==> config.mk <==
export PLATFORM = sky130hd
export DESIGN_NAME = cache_top
export DESIGN_NICKNAME = d
export VERILOG_FILES = /design/src/rtl/cache_geom_pkg.sv /design/src/rtl/cache_ctrl_pkg.sv /design/src/rtl/cache_way_if.sv /design/src/rtl/cache_front_end.sv /design/src/rtl/cache_way.sv /design/src/rtl/cache_controller.sv /design/src/rtl/cache_top.sv
export VERILOG_INCLUDE_DIRS = /design/src /design/src/rtl
export SDC_FILE = /design/constraint.sdc
export NUM_CORES = 1
export LEC_CHECK = 0
export ABC_AREA = 1
export BUFFER_PORTS_ARGS = -buffer_cell sky130_fd_sc_hd__buf_2
export CAP_MARGIN = 10
export CORE_MARGIN = 8
export CORE_UTILIZATION = 31
export DETAILED_ROUTE_END_ITERATION = 12
export HOLD_SLACK_MARGIN = 0.15
export PLACE_DENSITY = 0.53
export SYNTH_ARGS = -nofsm -noshare
export SYNTH_HDL_FRONTEND = slang
export SYNTH_SLANG_ARGS = --single-unit
==> constraint.sdc <==
create_clock -name clk_i -period 4.5 [get_ports clk_i]
set_clock_uncertainty 0.2 [all_clocks]
set_input_delay 0.675 -clock clk_i [delete_from_list [all_inputs] [get_ports clk_i]]
set_output_delay 0.675 -clock clk_i [all_outputs]
set_load 0.01 [all_outputs]
==> src/rtl/cache_settings.svh <==
`ifndef CACHE_SETTINGS_SVH
`define CACHE_SETTINGS_SVH

// word address width seen by the front end and the back end
`define CACHE_ADDR_W 12

// data word width, one word per line
`define CACHE_DATA_W 32

// number of ways, 2 or 4
`define CACHE_NWAYS 2

// set index bits taken from the low end of the address
`define CACHE_INDEX_W 3

`endif

==> src/rtl/cache_geom_pkg.sv <==
`include "cache_settings.svh"

package cache_geom_pkg;

   // one data word
   typedef logic [`CACHE_DATA_W-1:0] word_t;

   // low address bits pick the set
   typedef logic [`CACHE_INDEX_W-1:0] index_t;

   // the rest of the address is stored as the tag
   typedef logic [`CACHE_ADDR_W-`CACHE_INDEX_W-1:0] tag_t;

   // at least one bit, even for a single way
   typedef logic [(`CACHE_NWAYS > 1 ? $clog2(`CACHE_NWAYS) : 1)-1:0] way_t;

   typedef struct packed {
      logic   we;
      tag_t   tag;
      index_t index;
      word_t  wdata;
   } cache_req_t;

endpackage

==> src/rtl/cache_ctrl_pkg.sv <==
package cache_ctrl_pkg;

   // lookup is the cycle in which the ways answer
   typedef enum logic [2:0] {
      st_idle,
      st_lookup,
      st_refill,
      st_write_through,
      st_flush
   } ctrl_state_e;

   // encoding matches mem_we_o
   typedef enum logic {
      mem_read  = 1'b0,
      mem_write = 1'b1
   } mem_op_e;

endpackage

==> src/rtl/cache_way_if.sv <==
`timescale 1ns/1ns

interface cache_way_if;
   import cache_geom_pkg::*;

   // lookup broadcast from the front end
   logic   lookup_en;
   index_t lookup_index;
   tag_t   lookup_tag;

   // answer of the way
   logic   hit;
   word_t  rdata;

   // writes requested by the controller
   logic   fill_en;
   logic   update_en;
   logic   flush_en;
   word_t  wr_data;

   modport front_end (output lookup_en, lookup_index, lookup_tag);

   modport way (input lookup_en, lookup_index, lookup_tag,
                input fill_en, update_en, flush_en, wr_data,
                output hit, rdata);

   modport ctrl (output fill_en, update_en, flush_en, wr_data,
                 input hit, rdata);

endinterface

==> src/rtl/cache_front_end.sv <==
`timescale 1ns/1ns

`include "cache_settings.svh"

module cache_front_end (
   input  logic                       clk_i,
   input  logic                       rst_i,
   input  logic                       req_i,
   input  logic [`CACHE_ADDR_W-1:0]   addr_i,
   input  logic                       we_i,
   input  cache_geom_pkg::word_t      wdata_i,
   input  logic                       ready_i,
   output cache_geom_pkg::cache_req_t req_o,
   output logic                       req_valid_o,
   cache_way_if.front_end             ways [`CACHE_NWAYS]
);
   import cache_geom_pkg::*;

   logic   accept;
   tag_t   addr_tag;
   index_t addr_index;

   assign accept     = req_i && ready_i;
   assign addr_index = addr_i[`CACHE_INDEX_W-1:0];
   assign addr_tag   = addr_i[`CACHE_ADDR_W-1:`CACHE_INDEX_W];

   // every way starts its synchronous read on the accept edge
   for (genvar i = 0; i < `CACHE_NWAYS; i++) begin : g_lookup
      assign ways[i].lookup_en    = accept;
      assign ways[i].lookup_index = addr_index;
      assign ways[i].lookup_tag   = addr_tag;
   end

   // one-cycle strobe, the controller sees it while the ways answer
   always_ff @(posedge clk_i) begin
      if (rst_i) begin
         req_valid_o <= 1'b0;
      end else begin
         req_valid_o <= accept;
      end
   end

   // held until the next accept, the controller reads it through the miss
   always_ff @(posedge clk_i) begin
      if (accept) begin
         req_o.we    <= we_i;
         req_o.tag   <= addr_tag;
         req_o.index <= addr_index;
         req_o.wdata <= wdata_i;
      end
   end

endmodule

==> src/rtl/cache_way.sv <==
`timescale 1ns/1ns

`include "cache_settings.svh"

module cache_way (
   input logic      clk_i,
   input logic      rst_i,
   cache_way_if.way way
);
   import cache_geom_pkg::*;

   localparam int NSETS = 2 ** `CACHE_INDEX_W;

   tag_t             tag_mem  [NSETS];
   word_t            data_mem [NSETS];
   logic [NSETS-1:0] valid_q;

   // lookup address kept for the compare and for later fill or update
   index_t           idx_q;
   tag_t             tag_q;

   // synchronous read of the selected set
   tag_t             rd_tag_q;
   word_t            rd_data_q;
   logic             rd_valid_q;

   always_ff @(posedge clk_i) begin
      if (rst_i) begin
         valid_q    <= '0;
         rd_valid_q <= 1'b0;
      end else begin
         if (way.lookup_en) begin
            rd_valid_q <= valid_q[way.lookup_index];
         end
         // flush wins, it never overlaps a fill anyway
         if (way.flush_en) begin
            valid_q <= '0;
         end else if (way.fill_en) begin
            valid_q[idx_q] <= 1'b1;
         end
      end
   end

   always_ff @(posedge clk_i) begin
      if (way.lookup_en) begin
         idx_q     <= way.lookup_index;
         tag_q     <= way.lookup_tag;
         rd_tag_q  <= tag_mem[way.lookup_index];
         rd_data_q <= data_mem[way.lookup_index];
      end
   end

   always_ff @(posedge clk_i) begin
      if (way.fill_en) begin
         tag_mem[idx_q] <= tag_q;
      end
      // write hit updates the word in place
      if (way.fill_en || way.update_en) begin
         data_mem[idx_q] <= way.wr_data;
      end
   end

   assign way.hit   = rd_valid_q && (rd_tag_q == tag_q);
   assign way.rdata = rd_data_q;

endmodule

==> src/rtl/cache_controller.sv <==
`timescale 1ns/1ns

`include "cache_settings.svh"

module cache_controller (
   input  logic                       clk_i,
   input  logic                       rst_i,
   input  cache_geom_pkg::cache_req_t req_i,
   input  logic                       req_valid_i,
   input  logic                       invalidate_i,
   output logic                       ready_o,
   output cache_geom_pkg::word_t      rdata_o,
   output logic                       rvalid_o,
   output logic                       mem_req_o,
   output logic                       mem_we_o,
   output logic [`CACHE_ADDR_W-1:0]   mem_addr_o,
   output cache_geom_pkg::word_t      mem_wdata_o,
   input  cache_geom_pkg::word_t      mem_rdata_i,
   input  logic                       mem_ack_i,
   cache_way_if.ctrl                  ways [`CACHE_NWAYS]
);
   import cache_geom_pkg::*;
   import cache_ctrl_pkg::*;

   localparam int NWAYS = `CACHE_NWAYS;

   ctrl_state_e      state_q;
   ctrl_state_e      state;
   mem_op_e          mem_op_q;
   way_t             victim_q;
   logic             resp_q;
   word_t            resp_data_q;
   logic [NWAYS-1:0] hit_vec;
   word_t            way_data [NWAYS];
   word_t            hit_data;
   logic             hit;

   for (genvar i = 0; i < NWAYS; i++) begin : g_way_io
      assign hit_vec[i]         = ways[i].hit;
      assign way_data[i]        = ways[i].rdata;
      assign ways[i].fill_en    = resp_q && (victim_q == way_t'(i));
      assign ways[i].update_en  = (state == st_lookup) && req_i.we && hit_vec[i];
      assign ways[i].wr_data    = resp_q ? resp_data_q : req_i.wdata;
      assign ways[i].flush_en   = (state == st_flush);
   end

   // at most one way hits
   always_comb begin
      hit_data = '0;
      for (int i = 0; i < NWAYS; i++) begin
         if (hit_vec[i]) begin
            hit_data = way_data[i];
         end
      end
   end

   assign hit = |hit_vec;

   // request registered on the last edge, ways answer in this cycle
   always_comb begin
      state = state_q;
      if (state_q == st_idle && req_valid_i) begin
         state = st_lookup;
      end
   end

   assign ready_o  = (state == st_idle) && !resp_q;
   assign rvalid_o = resp_q || ((state == st_lookup) && !req_i.we && hit);
   assign rdata_o  = resp_q ? resp_data_q : hit_data;
   assign mem_we_o = (mem_op_q == mem_write);

   always_ff @(posedge clk_i) begin
      if (rst_i) begin
         state_q   <= st_idle;
         mem_req_o <= 1'b0;
         mem_op_q  <= mem_read;
         resp_q    <= 1'b0;
         victim_q  <= '0;
      end else begin
         resp_q <= 1'b0;
         case (state)
            st_idle: begin
               if (ready_o && invalidate_i) begin
                  state_q <= st_flush;
               end
            end
            st_lookup: begin
               // stores always go out, a read goes out only on a miss
               if (req_i.we) begin
                  mem_req_o <= 1'b1;
                  mem_op_q  <= mem_write;
                  state_q   <= st_write_through;
               end else if (!hit) begin
                  mem_req_o <= 1'b1;
                  mem_op_q  <= mem_read;
                  state_q   <= st_refill;
               end else begin
                  state_q <= st_idle;
               end
            end
            st_refill: begin
               if (mem_ack_i) begin
                  mem_req_o <= 1'b0;
                  resp_q    <= 1'b1;
                  state_q   <= st_idle;
               end
            end
            st_write_through: begin
               if (mem_ack_i) begin
                  mem_req_o <= 1'b0;
                  state_q   <= st_idle;
               end
            end
            st_flush: state_q <= st_idle;
            default:  state_q <= st_idle;
         endcase
         // next victim once the current fill is written
         if (resp_q) begin
            victim_q <= (victim_q == way_t'(NWAYS - 1)) ? '0 : victim_q + 1'b1;
         end
      end
   end

   always_ff @(posedge clk_i) begin
      if (state == st_lookup) begin
         mem_addr_o  <= {req_i.tag, req_i.index};
         mem_wdata_o <= req_i.wdata;
      end
      if (state == st_refill && mem_ack_i) begin
         resp_data_q <= mem_rdata_i;
      end
   end

endmodule

==> src/rtl/cache_top.sv <==
`timescale 1ns/1ns

`include "cache_settings.svh"

module cache_top (
   input  logic                     clk_i,
   input  logic                     rst_i,
   // processor side
   input  logic                     req_i,
   input  logic [`CACHE_ADDR_W-1:0] addr_i,
   input  logic                     we_i,
   input  cache_geom_pkg::word_t    wdata_i,
   output cache_geom_pkg::word_t    rdata_o,
   output logic                     rvalid_o,
   output logic                     ready_o,
   input  logic                     invalidate_i,
   // memory side
   output logic                     mem_req_o,
   output logic                     mem_we_o,
   output logic [`CACHE_ADDR_W-1:0] mem_addr_o,
   output cache_geom_pkg::word_t    mem_wdata_o,
   input  cache_geom_pkg::word_t    mem_rdata_i,
   input  logic                     mem_ack_i
);
   import cache_geom_pkg::*;

   cache_req_t  fe_req;
   logic        fe_req_valid;

   // one interface per way
   cache_way_if way_if [`CACHE_NWAYS] ();

   cache_front_end u_front_end (
      .clk_i       (clk_i),
      .rst_i       (rst_i),
      .req_i       (req_i),
      .addr_i      (addr_i),
      .we_i        (we_i),
      .wdata_i     (wdata_i),
      .ready_i     (ready_o),
      .req_o       (fe_req),
      .req_valid_o (fe_req_valid),
      .ways        (way_if)
   );

   for (genvar i = 0; i < `CACHE_NWAYS; i++) begin : g_way
      cache_way u_way (
         .clk_i (clk_i),
         .rst_i (rst_i),
         .way   (way_if[i])
      );
   end

   cache_controller u_controller (
      .clk_i        (clk_i),
      .rst_i        (rst_i),
      .req_i        (fe_req),
      .req_valid_i  (fe_req_valid),
      .invalidate_i (invalidate_i),
      .ready_o      (ready_o),
      .rdata_o      (rdata_o),
      .rvalid_o     (rvalid_o),
      .mem_req_o    (mem_req_o),
      .mem_we_o     (mem_we_o),
      .mem_addr_o   (mem_addr_o),
      .mem_wdata_o  (mem_wdata_o),
      .mem_rdata_i  (mem_rdata_i),
      .mem_ack_i    (mem_ack_i),
      .ways         (way_if)
   );

endmodule

[Word level (Yosys, flattened, before mapping)]
Memory sizes are Yosys's and may differ from the RTL's. A register that Yosys moved wholly into a read port is not among the register bits.
Cells that the tools add are included.
Cells by class
  add/subtract/negate cells: 1
  order comparisons: 3
  equal/unequal tests: 10
  muxes and demuxes: 32
  bitwise gates (word level): 4
  reductions and logical operators: 30
Operators with widths (number)
  2-to-1 mux 32 bit: 4
  == test 9 bit: 2
  2-to-1 mux 1 bit: 18
  bitwise OR 8 bit: 2
  logical AND 1 bit: 15
  2-to-1 mux 3 bit: 4
  one-hot mux 3 bit (3 select lines): 1
  < comparator 3 x 4 -> 1 bit (second input constant): 2
  OR reduction 2 bit: 4
  binary-select mux 1 bit (select 3 bit): 2
  == test 3 x 2 -> 1 bit (second input constant): 2
  logical NOT 3 bit: 2
  != test 2 bit (second input constant): 2
  AND reduction 2 bit: 2
  demux 1 bit (select 3 bit): 1
  == test 3 x 1 -> 1 bit (second input constant): 1
  == test 3 bit (second input constant): 1
  greater-or-equal comparator 3 x 1 -> 1 bit (second input constant): 1
  logical OR 1 bit: 3
  != test 3 bit (second input constant): 1
  AND reduction 3 bit: 1
  logical NOT 1 bit: 2
  2-to-1 mux 2 bit: 1
  != test 2 x 1 -> 1 bit (second input constant): 1
  other kinds (4): 5
Word-level totals
  register bits after elaboration: 147
  RAM bits: 656
  input bits: 82
  output and inout bits: 80
  word-level logic and storage cells: 101
  memories kept: 4
Memories
  g_way[0].u_way.data_mem: depth 8, width 32, rd ports 1, clocked after Yosys merged registers in 1, wr ports 1, line cache_way.sv:15  | word_t data_mem [NSETS];
  g_way[1].u_way.data_mem: depth 8, width 32, rd ports 1, clocked after Yosys merged registers in 1, wr ports 1, line cache_way.sv:15
  g_way[0].u_way.tag_mem: depth 8, width 9, rd ports 1, clocked after Yosys merged registers in 1, wr ports 1, line cache_way.sv:14  | tag_t tag_mem [NSETS];
  g_way[1].u_way.tag_mem: depth 8, width 9, rd ports 1, clocked after Yosys merged registers in 1, wr ports 1, line cache_way.sv:14

[Logic depth before layout (Yosys ltp)]
Gate-level depths: netlist of the first run.
  word-level depth: 9
  mapped depth: 11
  mapped depth without buffers: 11

[Cells and area by module]
Synthesis of the first run repeated with hierarchy kept, for this count alone.
Second synthesis, totals
  cells, all modules: 2695
  area, all modules: 35716.8 sq um
By module, submodules not included
  cache_way (g_way[1].u_way): times used 1, cells each 1090, area each 15011.9 sq um, sequential area each 11621.1 sq um
  cache_way (g_way[0].u_way): times used 1, cells each 1090, area each 15009.4 sq um, sequential area each 11621.1 sq um
  cache_controller: times used 1, cells each 441, area each 4122.7 sq um, sequential area each 2422.3 sq um
  cache_front_end: times used 1, cells each 74, area each 1572.8 sq um, sequential area each 1371.3 sq um

[Worst setup path before layout of the first run]
OpenSTA, ideal clock, no wires.
  kind: reg-to-reg
  start point: register u_controller.state_q[2]
  end point: register g_way[0].u_way.rd_valid_q
  library setup time: 0.111 ns
  data arrival time: 3.805 ns
  required time: 4.189 ns
  setup slack: 0.385 ns
  cell stages (with the launch flop): 8
  path buffers: 0
  clock period less this slack: 4.115 ns
  cells stage by stage: dfxtp_1 -> nor2_1 -> nand3b_1 -> nor2_1 -> nand2_1 -> inv_1 -> o21ai_0 -> a31oi_1
On the way
  word-level cells in the longest chain between the ends: 6
Ends and longest elaborated chain
  start, declared: line cache_controller.sv:27  | ctrl_state_e state_q;
  start signal, assigned: line cache_controller.sv:74  | state_q <= st_idle;
  start signal, assigned: line cache_controller.sv:84  | state_q <= st_flush;
  start signal, assigned: line cache_controller.sv:92  | state_q <= st_write_through;
  logical NOT 3 bit: line cache_controller.sv:62  | if (state_q == st_idle && req_valid_i) begin
  logical AND 1 bit: line cache_controller.sv:62
  2-to-1 mux 3 bit (*): line cache_controller.sv:62
  logical NOT 3 bit (*): line cache_controller.sv:67  | assign ready_o = (state == st_idle) && !resp_q;
  logical AND 1 bit (*): line cache_controller.sv:67
  net ready_o: line cache_top.sv:15  | output logic ready_o,
  logical AND 1 bit (*): line cache_front_end.sv:23  | assign accept = req_i && ready_i;
  net g_way[0].u_way.way.lookup_en: line cache_way_if.sv:23  | modport way (input lookup_en, lookup_index, lookup_tag,
  end signal, assigned: line cache_way.sv:33  | rd_valid_q <= valid_q[way.lookup_index];
  end, declared: line cache_way.sv:25  | logic rd_valid_q;
The timed path passes the listed nets; every way through them passes the cells marked *.
A chain may end at the register's enable or synchronous reset.

[Worst setup path in the final report of the first run]
  start point: register g_way[1].u_way.tag_q[7]
  end point: output port rdata_o[30]
On the way
  word-level cells in the longest chain between the ends: 5
  elaborated cells on any way between the ends: 7
  classes of those cells: 2 x eq/ne; 3 x mux; 2 x reduce/logical
Ends and longest elaborated chain
  start, declared: line cache_way.sv:20  | tag_t tag_q;
  start signal, assigned: line cache_way.sv:47  | tag_q <= way.lookup_tag;
  == test 9 bit
  logical AND 1 bit
  2-to-1 mux 32 bit
  2-to-1 mux 32 bit (*): line cache_controller.sv:51  | if (hit_vec[i]) begin
  2-to-1 mux 32 bit (*): line cache_controller.sv:69  | assign rdata_o = resp_q ? resp_data_q : hit_data;
  end, declared: line cache_top.sv:13  | output cache_geom_pkg::word_t rdata_o,
Every way passes the cells marked *; elsewhere a longest branch is shown, timed or not.

==> impl_metrics.csv, run 1 <==
group,metric,value,unit
run_status,status,"finished, final reports clean",
critical_path,critPathTopFamily,"buffers and inverters",
critical_path,startpoint_type,"register",
global_route,grt_util_met3,2.470,%
clock_network,clk_latency,660,ps
power_and_ir_drop,p_leak,13.40,nW
timing,report.final.slew_viol_count,0,
cells_and_area,nets,2862,
clock_network,clkTransAtPathRegs,70,ps
placed_design,dpl.hpwl,50940,microns
critical_path,critical_path_buf_inv_count,4,
critical_path,end_kind,"output pin",
clock_network,root_buffer,"clkbuf_16",
cells_and_area,fillers,10310,
synthesis,synthTopCellsByArea,"edfxtp_1 76%, nor2_1 7.3%, o21ai_0 4.8%",
cells_and_area,drive_gt1_share,14.28,%
global_route,antenna_found_initial,0,
floorplanning,fp.dieH,346.4,microns
timing,fmax,0.2436,GHz
placed_design,placed_cell_area,0.03636,sq mm
floorplanning,start_util,31.18,%
clock_network,cts_buffers,95,
timing,setup_violations,0,
synthesis,avgSynthCellArea,13.41,sq um
cells_and_area,finalInstanceArea,0.04015,sq mm
global_route,grt_util_met2,22.90,%
timing,tns,0,ps
timing,worst_pin_slew,1043,ps
routing,avgViaCountPerCell,4.845,
global_route,grt_pass1_vias,20320,
timing,layout_min_cycle_time,4105,ps
cells_and_area,n_antenna_cell,0,
placed_design,place_congestion,0.7399,
synthesis,synth-edff-count,859,
hold_path,hold_class,"input port to register",
global_route,overflow,0,
floorplanning,io_pins,162,
floorplanning,coreArea,0.1086,sq mm
synthesis,async_reset_ff_share,0,%
synthesis,ys.flop_type,"edfxtp_1",
floorplanning,dieArea,0.1200,sq mm
cells_and_area,layout_commonest_cell,"edfxtp_1",
floorplanning,rows,121,
power_and_ir_drop,powerDensity,489.9,mW/mm^2
synthesis,synth_top_area_cell,"edfxtp_1",
power_and_ir_drop,peakVddDrop,0.0003007,V
synthesis,synthCells,2524,
global_route,use_met1,20.66,%
clock_network,h-tree-depth,3,
cells_and_area,areaGrowthSynthToFinish,18.63,%
floorplanning,die_w,346.4,microns
synthesis,synth_top_area_share,76.22,%
synthesis,synth-seq-cells,885,
critical_path,cp.required,3620,ps
global_route,top_usage_layer,"met2",
synthesis,yosysWarnings,0,
critical_path,path_cells,"inv_2 > or2_1 > nand3_1 > nor2_2 > nand2_2 > inv_4 > buf_4 > a21oi_1 > o21ai_1 > buf_2",
synthesis,seq_area_frac_synth,77.76,%
placed_design,dp_cells,4012,
synthesis,syn_area,0.03384,sq mm
cells_and_area,finalNonFillerCells,4271,
critical_path,critPathKind,"register to output pin",
critical_path,crit_arrival,3230,ps
global_route,grt_pass1_wl,133500,microns
routing,remaining_drc_errors,0,
critical_path,cp_slowest_cell,"edfxtp_1",
clock_network,cts_buffer_depth,3,
routing,drtIter0Drc,1920,
routing,vias,20690,
routing,routedWlPerCell,20.98,microns
cells_and_area,mostFrequentLayoutCells,"859 x edfxtp_1, 634 x nor2_1, 327 x o21ai_0",
routing,detail-route-antenna-nets,0,
synthesis,synth_fp_nets,2606,
timing,finalHoldViolCount,0,
job,maxCapViolCount,0,
routing,drtPass1Iterations,5,
timing,period_share,91.22,%
synthesis,yosys.cell_types.count,30,
cells_and_area,ff_latch_area,0.02632,sq mm
critical_path,path_max_fanout,21,
timing,rsz0062_at_grt,"no",
cells_and_area,multi_input_comb_area,0.006665,sq mm
global_route,grt_max_degree,155,
placed_design,port_buffers,161,
clock_network,cts.sinks,885,
routing,wl,89610,microns
critical_path,max_stage_delay,640,ps
timing,slew_headroom,30.49,%
clock_network,tritoncts,"built",
global_route,grt_usage,14.47,%
## flip-flops by register name, summed over array words and instances (netlist names), 3 cells and up
register and count:
g_way.u_way.data_mem 512, g_way.u_way.idx_q 3, g_way.u_way.rd_tag_q 18, g_way.u_way.tag_mem 144
g_way.u_way.tag_q 9, g_way.u_way.valid_q 16, g_way.u_way.way.rdata 64, u_controller.mem_addr_o 12
u_controller.mem_wdata_o 32, u_controller.resp_data_q 32, u_controller.state_q 3, u_front_end.req_o 33
## cells in the mapped netlist (all sizes together), types with 8 or more instances
cell type,number
edfxtp,859
inv,39
nor3,9
nor2,660
clkbuf,78
dfxtp,26
nand2,148
a21oi,40
buf,73
a31oi,84
xnor2,8
o22ai,85
o21ai,405
## path summary, 6_finish.rpt
kind	slack, ps	from	cells past startpoint	to
setup reg to reg	860	g_way[1].u_way.tag_q[7]$_DFFE_PP_	9	g_way[1].u_way.data_mem[2][12]$_DFFE_PP_
hold / removal	220	invalidate_i	3	u_controller.state_q[2]$_SDFFE_PP0P_
hold reg to reg	250	u_front_end.req_o[18]$_DFFE_PP_	0	u_controller.mem_wdata_o[18]$_DFFE_PN_
setup / recovery	400	g_way[1].u_way.tag_q[7]$_DFFE_PP_	10	rdata_o[30]
## repair_timing
item,4_1_cts,5_1_grt
hold buffers,78,0
gates resized for setup,0,1
endpoints found under the hold margin,81,0
endpoints found under the setup margin,0,11
setup buffers,0,7
## metrics by stage
| stage | power [W] | hold slack (ps) | setup WS [ps] | util (%) |
|---|---|---|---|---|
| after floorplan | 0.01143 | 226.8 | 384.6 | - |
| after global placement | 0.01233 | 232.9 | 850.5 | 33.49 |
| after detailed placement | 0.01234 | 234.2 | 801.8 | 33.49 |
| after CTS | 0.01985 | 174.5 | 186.8 | 36.94 |
| after global routing | 0.02037 | 227.6 | 91.00 | 36.99 |
| final | 0.01967 | 222.2 | 395.1 | 36.99 |
## tightest hold or removal path, stage by stage
cell	delay, ps
buf_2	80
a21oi_1	80
nor4_1	170
## layout make-up
type | instances | share of cell area [%]
multi-input cells | 1449 | 16.60
inverters | 39 | 0.4332
clock buffers | 114 | 6.227
well taps | 1414 | 4.407
repair buffers | 310 | 5.653
clock inverters | 60 | 1.131
flip-flops and latches | 885 | 65.55
## logic make-up after synthesis
group,synth area share (%)
compound gates,9.779
simple gates,9.279
flops,77.76
buf+inv,2.980
xor+xnor,0.2070
## report_power, final
group          switching, W  internal (W)  total [W]
combinational       0.00147      0.000450    0.00192
clock               0.00327       0.00421    0.00747
sequential         0.000227        0.0100     0.0103
total               0.00496        0.0147     0.0197
## per-layer routing
metal | routed length (microns) | part of all wire [%]
met4 | 1881 | 2.1
met2 | 41040 | 46
met3 | 4619 | 5.2
met1 | 42070 | 47
met5 | 0 | 0
No activity file was read; power rests on OpenSTA's default activity.
==> run 2: changes to the inputs <==
CTS_BUF_LIST = sky130_fd_sc_hd__clkbuf_4 sky130_fd_sc_hd__clkbuf_8 sky130_fd_sc_hd__clkbuf_16   (was not set)
==> run 2 against run 1 <==
Net effect: worst hold slack better by 1.4 ps; power up 0.39%; cell count unchanged; via count about the same; critical endpoint unchanged; clock power up 1%; sequential cell count unchanged; clock-buffer cell count unchanged; largest power group unchanged; register-to-register slack about the same; first-iteration DRC count down 1.1%; highest routed layer unchanged.
==> impl_metrics.csv, run 2 (synthesis results as in run 1) <==
group,metric,value,unit
run_status,status,"finished, final reports clean",
routing,routedWlPerCell,20.97,microns
cells_and_area,top_register,"g_way.u_way.data_mem",
routing,wl,89580,microns
global_route,grt_util_met3,2.470,%
cells_and_area,finalInstanceArea,0.04020,sq mm
critical_path,startpoint_type,"register",
timing,setup_violations,0,
clock_network,root_buffer,"clkbuf_16",
timing,period_share,91.26,%
floorplanning,die_w,346.4,microns
floorplanning,start_util,31.18,%
global_route,grt_util_met2,22.90,%
clock_network,h-tree-depth,3,
cells_and_area,largest_register_ffs,512,
placed_design,placed_cell_area,0.03636,sq mm
global_route,grt_pass1_wl,133500,microns
timing,report.final.slew_viol_count,0,
cells_and_area,finish.utilization,37.04,%
timing,tns,0,ps
cells_and_area,layout_commonest_cell,"edfxtp_1",
routing,remaining_drc_errors,0,
timing,slew_headroom,30.28,%
global_route,use_met1,20.66,%
timing,worst_pin_slew,1046,ps
clock_network,cts_buffers,95,
critical_path,critPathTopFamily,"buffers and inverters",
routing,vias,20700,
critical_path,crit_arrival,3230,ps
critical_path,crit_start,"g_way[1].u_way.tag_q[7]$_DFFE_PP_",
clock_network,cts.sinks,885,
clock_network,cts_buffer_depth,3,
floorplanning,rows,121,
timing,rsz0062_at_grt,"no",
clock_network,clk_latency,660,ps
critical_path,cp_slowest_cell,"edfxtp_1",
timing,layout_min_cycle_time,4107,ps
floorplanning,io_pins,162,
placed_design,dpl.hpwl,50940,microns
cells_and_area,areaGrowthSynthToFinish,18.80,%
critical_path,path_depth,10,
power_and_ir_drop,powerDensity,491.2,mW/mm^2
routing,drtIter0Drc,1898,
routing,avgViaCountPerCell,4.848,
power_and_ir_drop,p_leak,13.45,nW
global_route,grt_usage,14.47,%
cells_and_area,drive_gt1_share,14.81,%
global_route,grt_pass1_vias,20310,
critical_path,reg2reg_setup_slack,870,ps
floorplanning,fp.dieH,346.4,microns
placed_design,place_congestion,0.7399,
critical_path,path_cells,"inv_2 > or2_1 > nand3_1 > nor2_2 > nand2_2 > inv_4 > buf_4 > a21oi_1 > o21ai_1 > buf_2",
global_route,antenna_found_initial,0,
global_route,grt_max_degree,155,
floorplanning,coreArea,0.1086,sq mm
critical_path,critPathKind,"register to output pin",
global_route,overflow,0,
critical_path,cp.required,3620,ps
routing,detail-route-antenna-nets,0,
power_and_ir_drop,finalPower,0.01975,W
job,maxCapViolCount,0,
cells_and_area,mostFrequentLayoutCells,"859 x edfxtp_1, 634 x nor2_1, 327 x o21ai_0",
cells_and_area,n_antenna_cell,0,
critical_path,r2r_start,"g_way[1].u_way.tag_q[7]$_DFFE_PP_",
critical_path,end_kind,"output pin",
critical_path,max_stage_delay,630,ps
critical_path,critical_path_buf_inv_count,4,
power_and_ir_drop,peakVddDrop,0.0003007,V
critical_path,crit_end,"rdata_o[30]",
critical_path,r2r_cells,9,
cells_and_area,nets,2862,
critical_path,path_max_fanout,21,
global_route,top_usage_layer,"met2",
timing,fmax,0.2435,GHz
hold_path,hold_class,"input port to register",
clock_network,tritoncts,"built",
placed_design,port_buffers,161,
critical_path,crit-reg2reg-capture,"g_way[1].u_way.data_mem[2][5]$_DFFE_PP_",
clock_network,clkTransAtPathRegs,60,ps
timing,finalHoldViolCount,0,
routing,drtPass1Iterations,6,
floorplanning,dieArea,0.1200,sq mm
-- run 2: cell types whose count changed in the layout (fill, tap and decap cells not counted) --
cell,delta
clkbuf_4,+15
clkbuf_1,-15
-- run 2: repair_timing --
item,in CTS,in global routing
endpoints found under the setup margin,0,11
gates resized for setup,0,1
hold buffers,78,0
hold endpoints to repair,81,0
setup buffers,0,7
-- run 2: report_power, final --
part           switching [W]  internal (W)  total, W
clock                0.00326       0.00430   0.00755
sequential          0.000226        0.0100    0.0103
combinational        0.00147      0.000450   0.00192
-- run 2: area by class of cell --
type                    count  area [sq um]
clock buffers             114          2556
multi-input cells        1449          6665
flip-flops and latches    885         26320
well taps                1414          1769
fillers                 10290         68350
repair buffers            310          2270
clock inverters            60         454.2
inverters                  39         173.9
-- run 2: worst min path at each step --
stage / slack [ps] / start / to / cells after the start
detailed placement: 230 / u_front_end.req_o[20]$_DFFE_PP_ / u_controller.mem_wdata_o[20]$_DFFE_PN_ / 0
floorplan: 230 / u_front_end.req_o[0]$_DFFE_PP_ / u_controller.mem_wdata_o[0]$_DFFE_PN_ / 0
finish: 220 / invalidate_i / u_controller.state_q[2]$_SDFFE_PP0P_ / 3
global route: 230 / invalidate_i / u_controller.state_q[2]$_SDFFE_PP0P_ / 3
global placement: 230 / u_front_end.req_o[29]$_DFFE_PP_ / u_controller.mem_wdata_o[29]$_DFFE_PN_ / 0
CTS: 170 / invalidate_i / u_controller.state_q[2]$_SDFFE_PP0P_ / 3
-- run 2: metrics by stage --
step,worst slack (ps),hold slack [ps],std cells
3_5_place_dp,801.8,234.2,4012
5_1_grt,91.00,227.6,4271
2_1_floorplan,384.6,226.8,2524
3_3_place_gp,850.5,232.9,4012
4_1_cts,186.8,174.5,4264
6_report,393.5,223.7,4271
-- run 2: worst min-delay path, stage by stage --
cell and delay, ps:
buf_2 80, a21oi_1 70, nor4_1 180
-- run 2: metal layers --
layer	vias to the layer above	part of all wire [%]
li1	9683	-
met3	121	5.4
met1	10310	47
met4	0	2.1
met5	-	0
met2	589	46
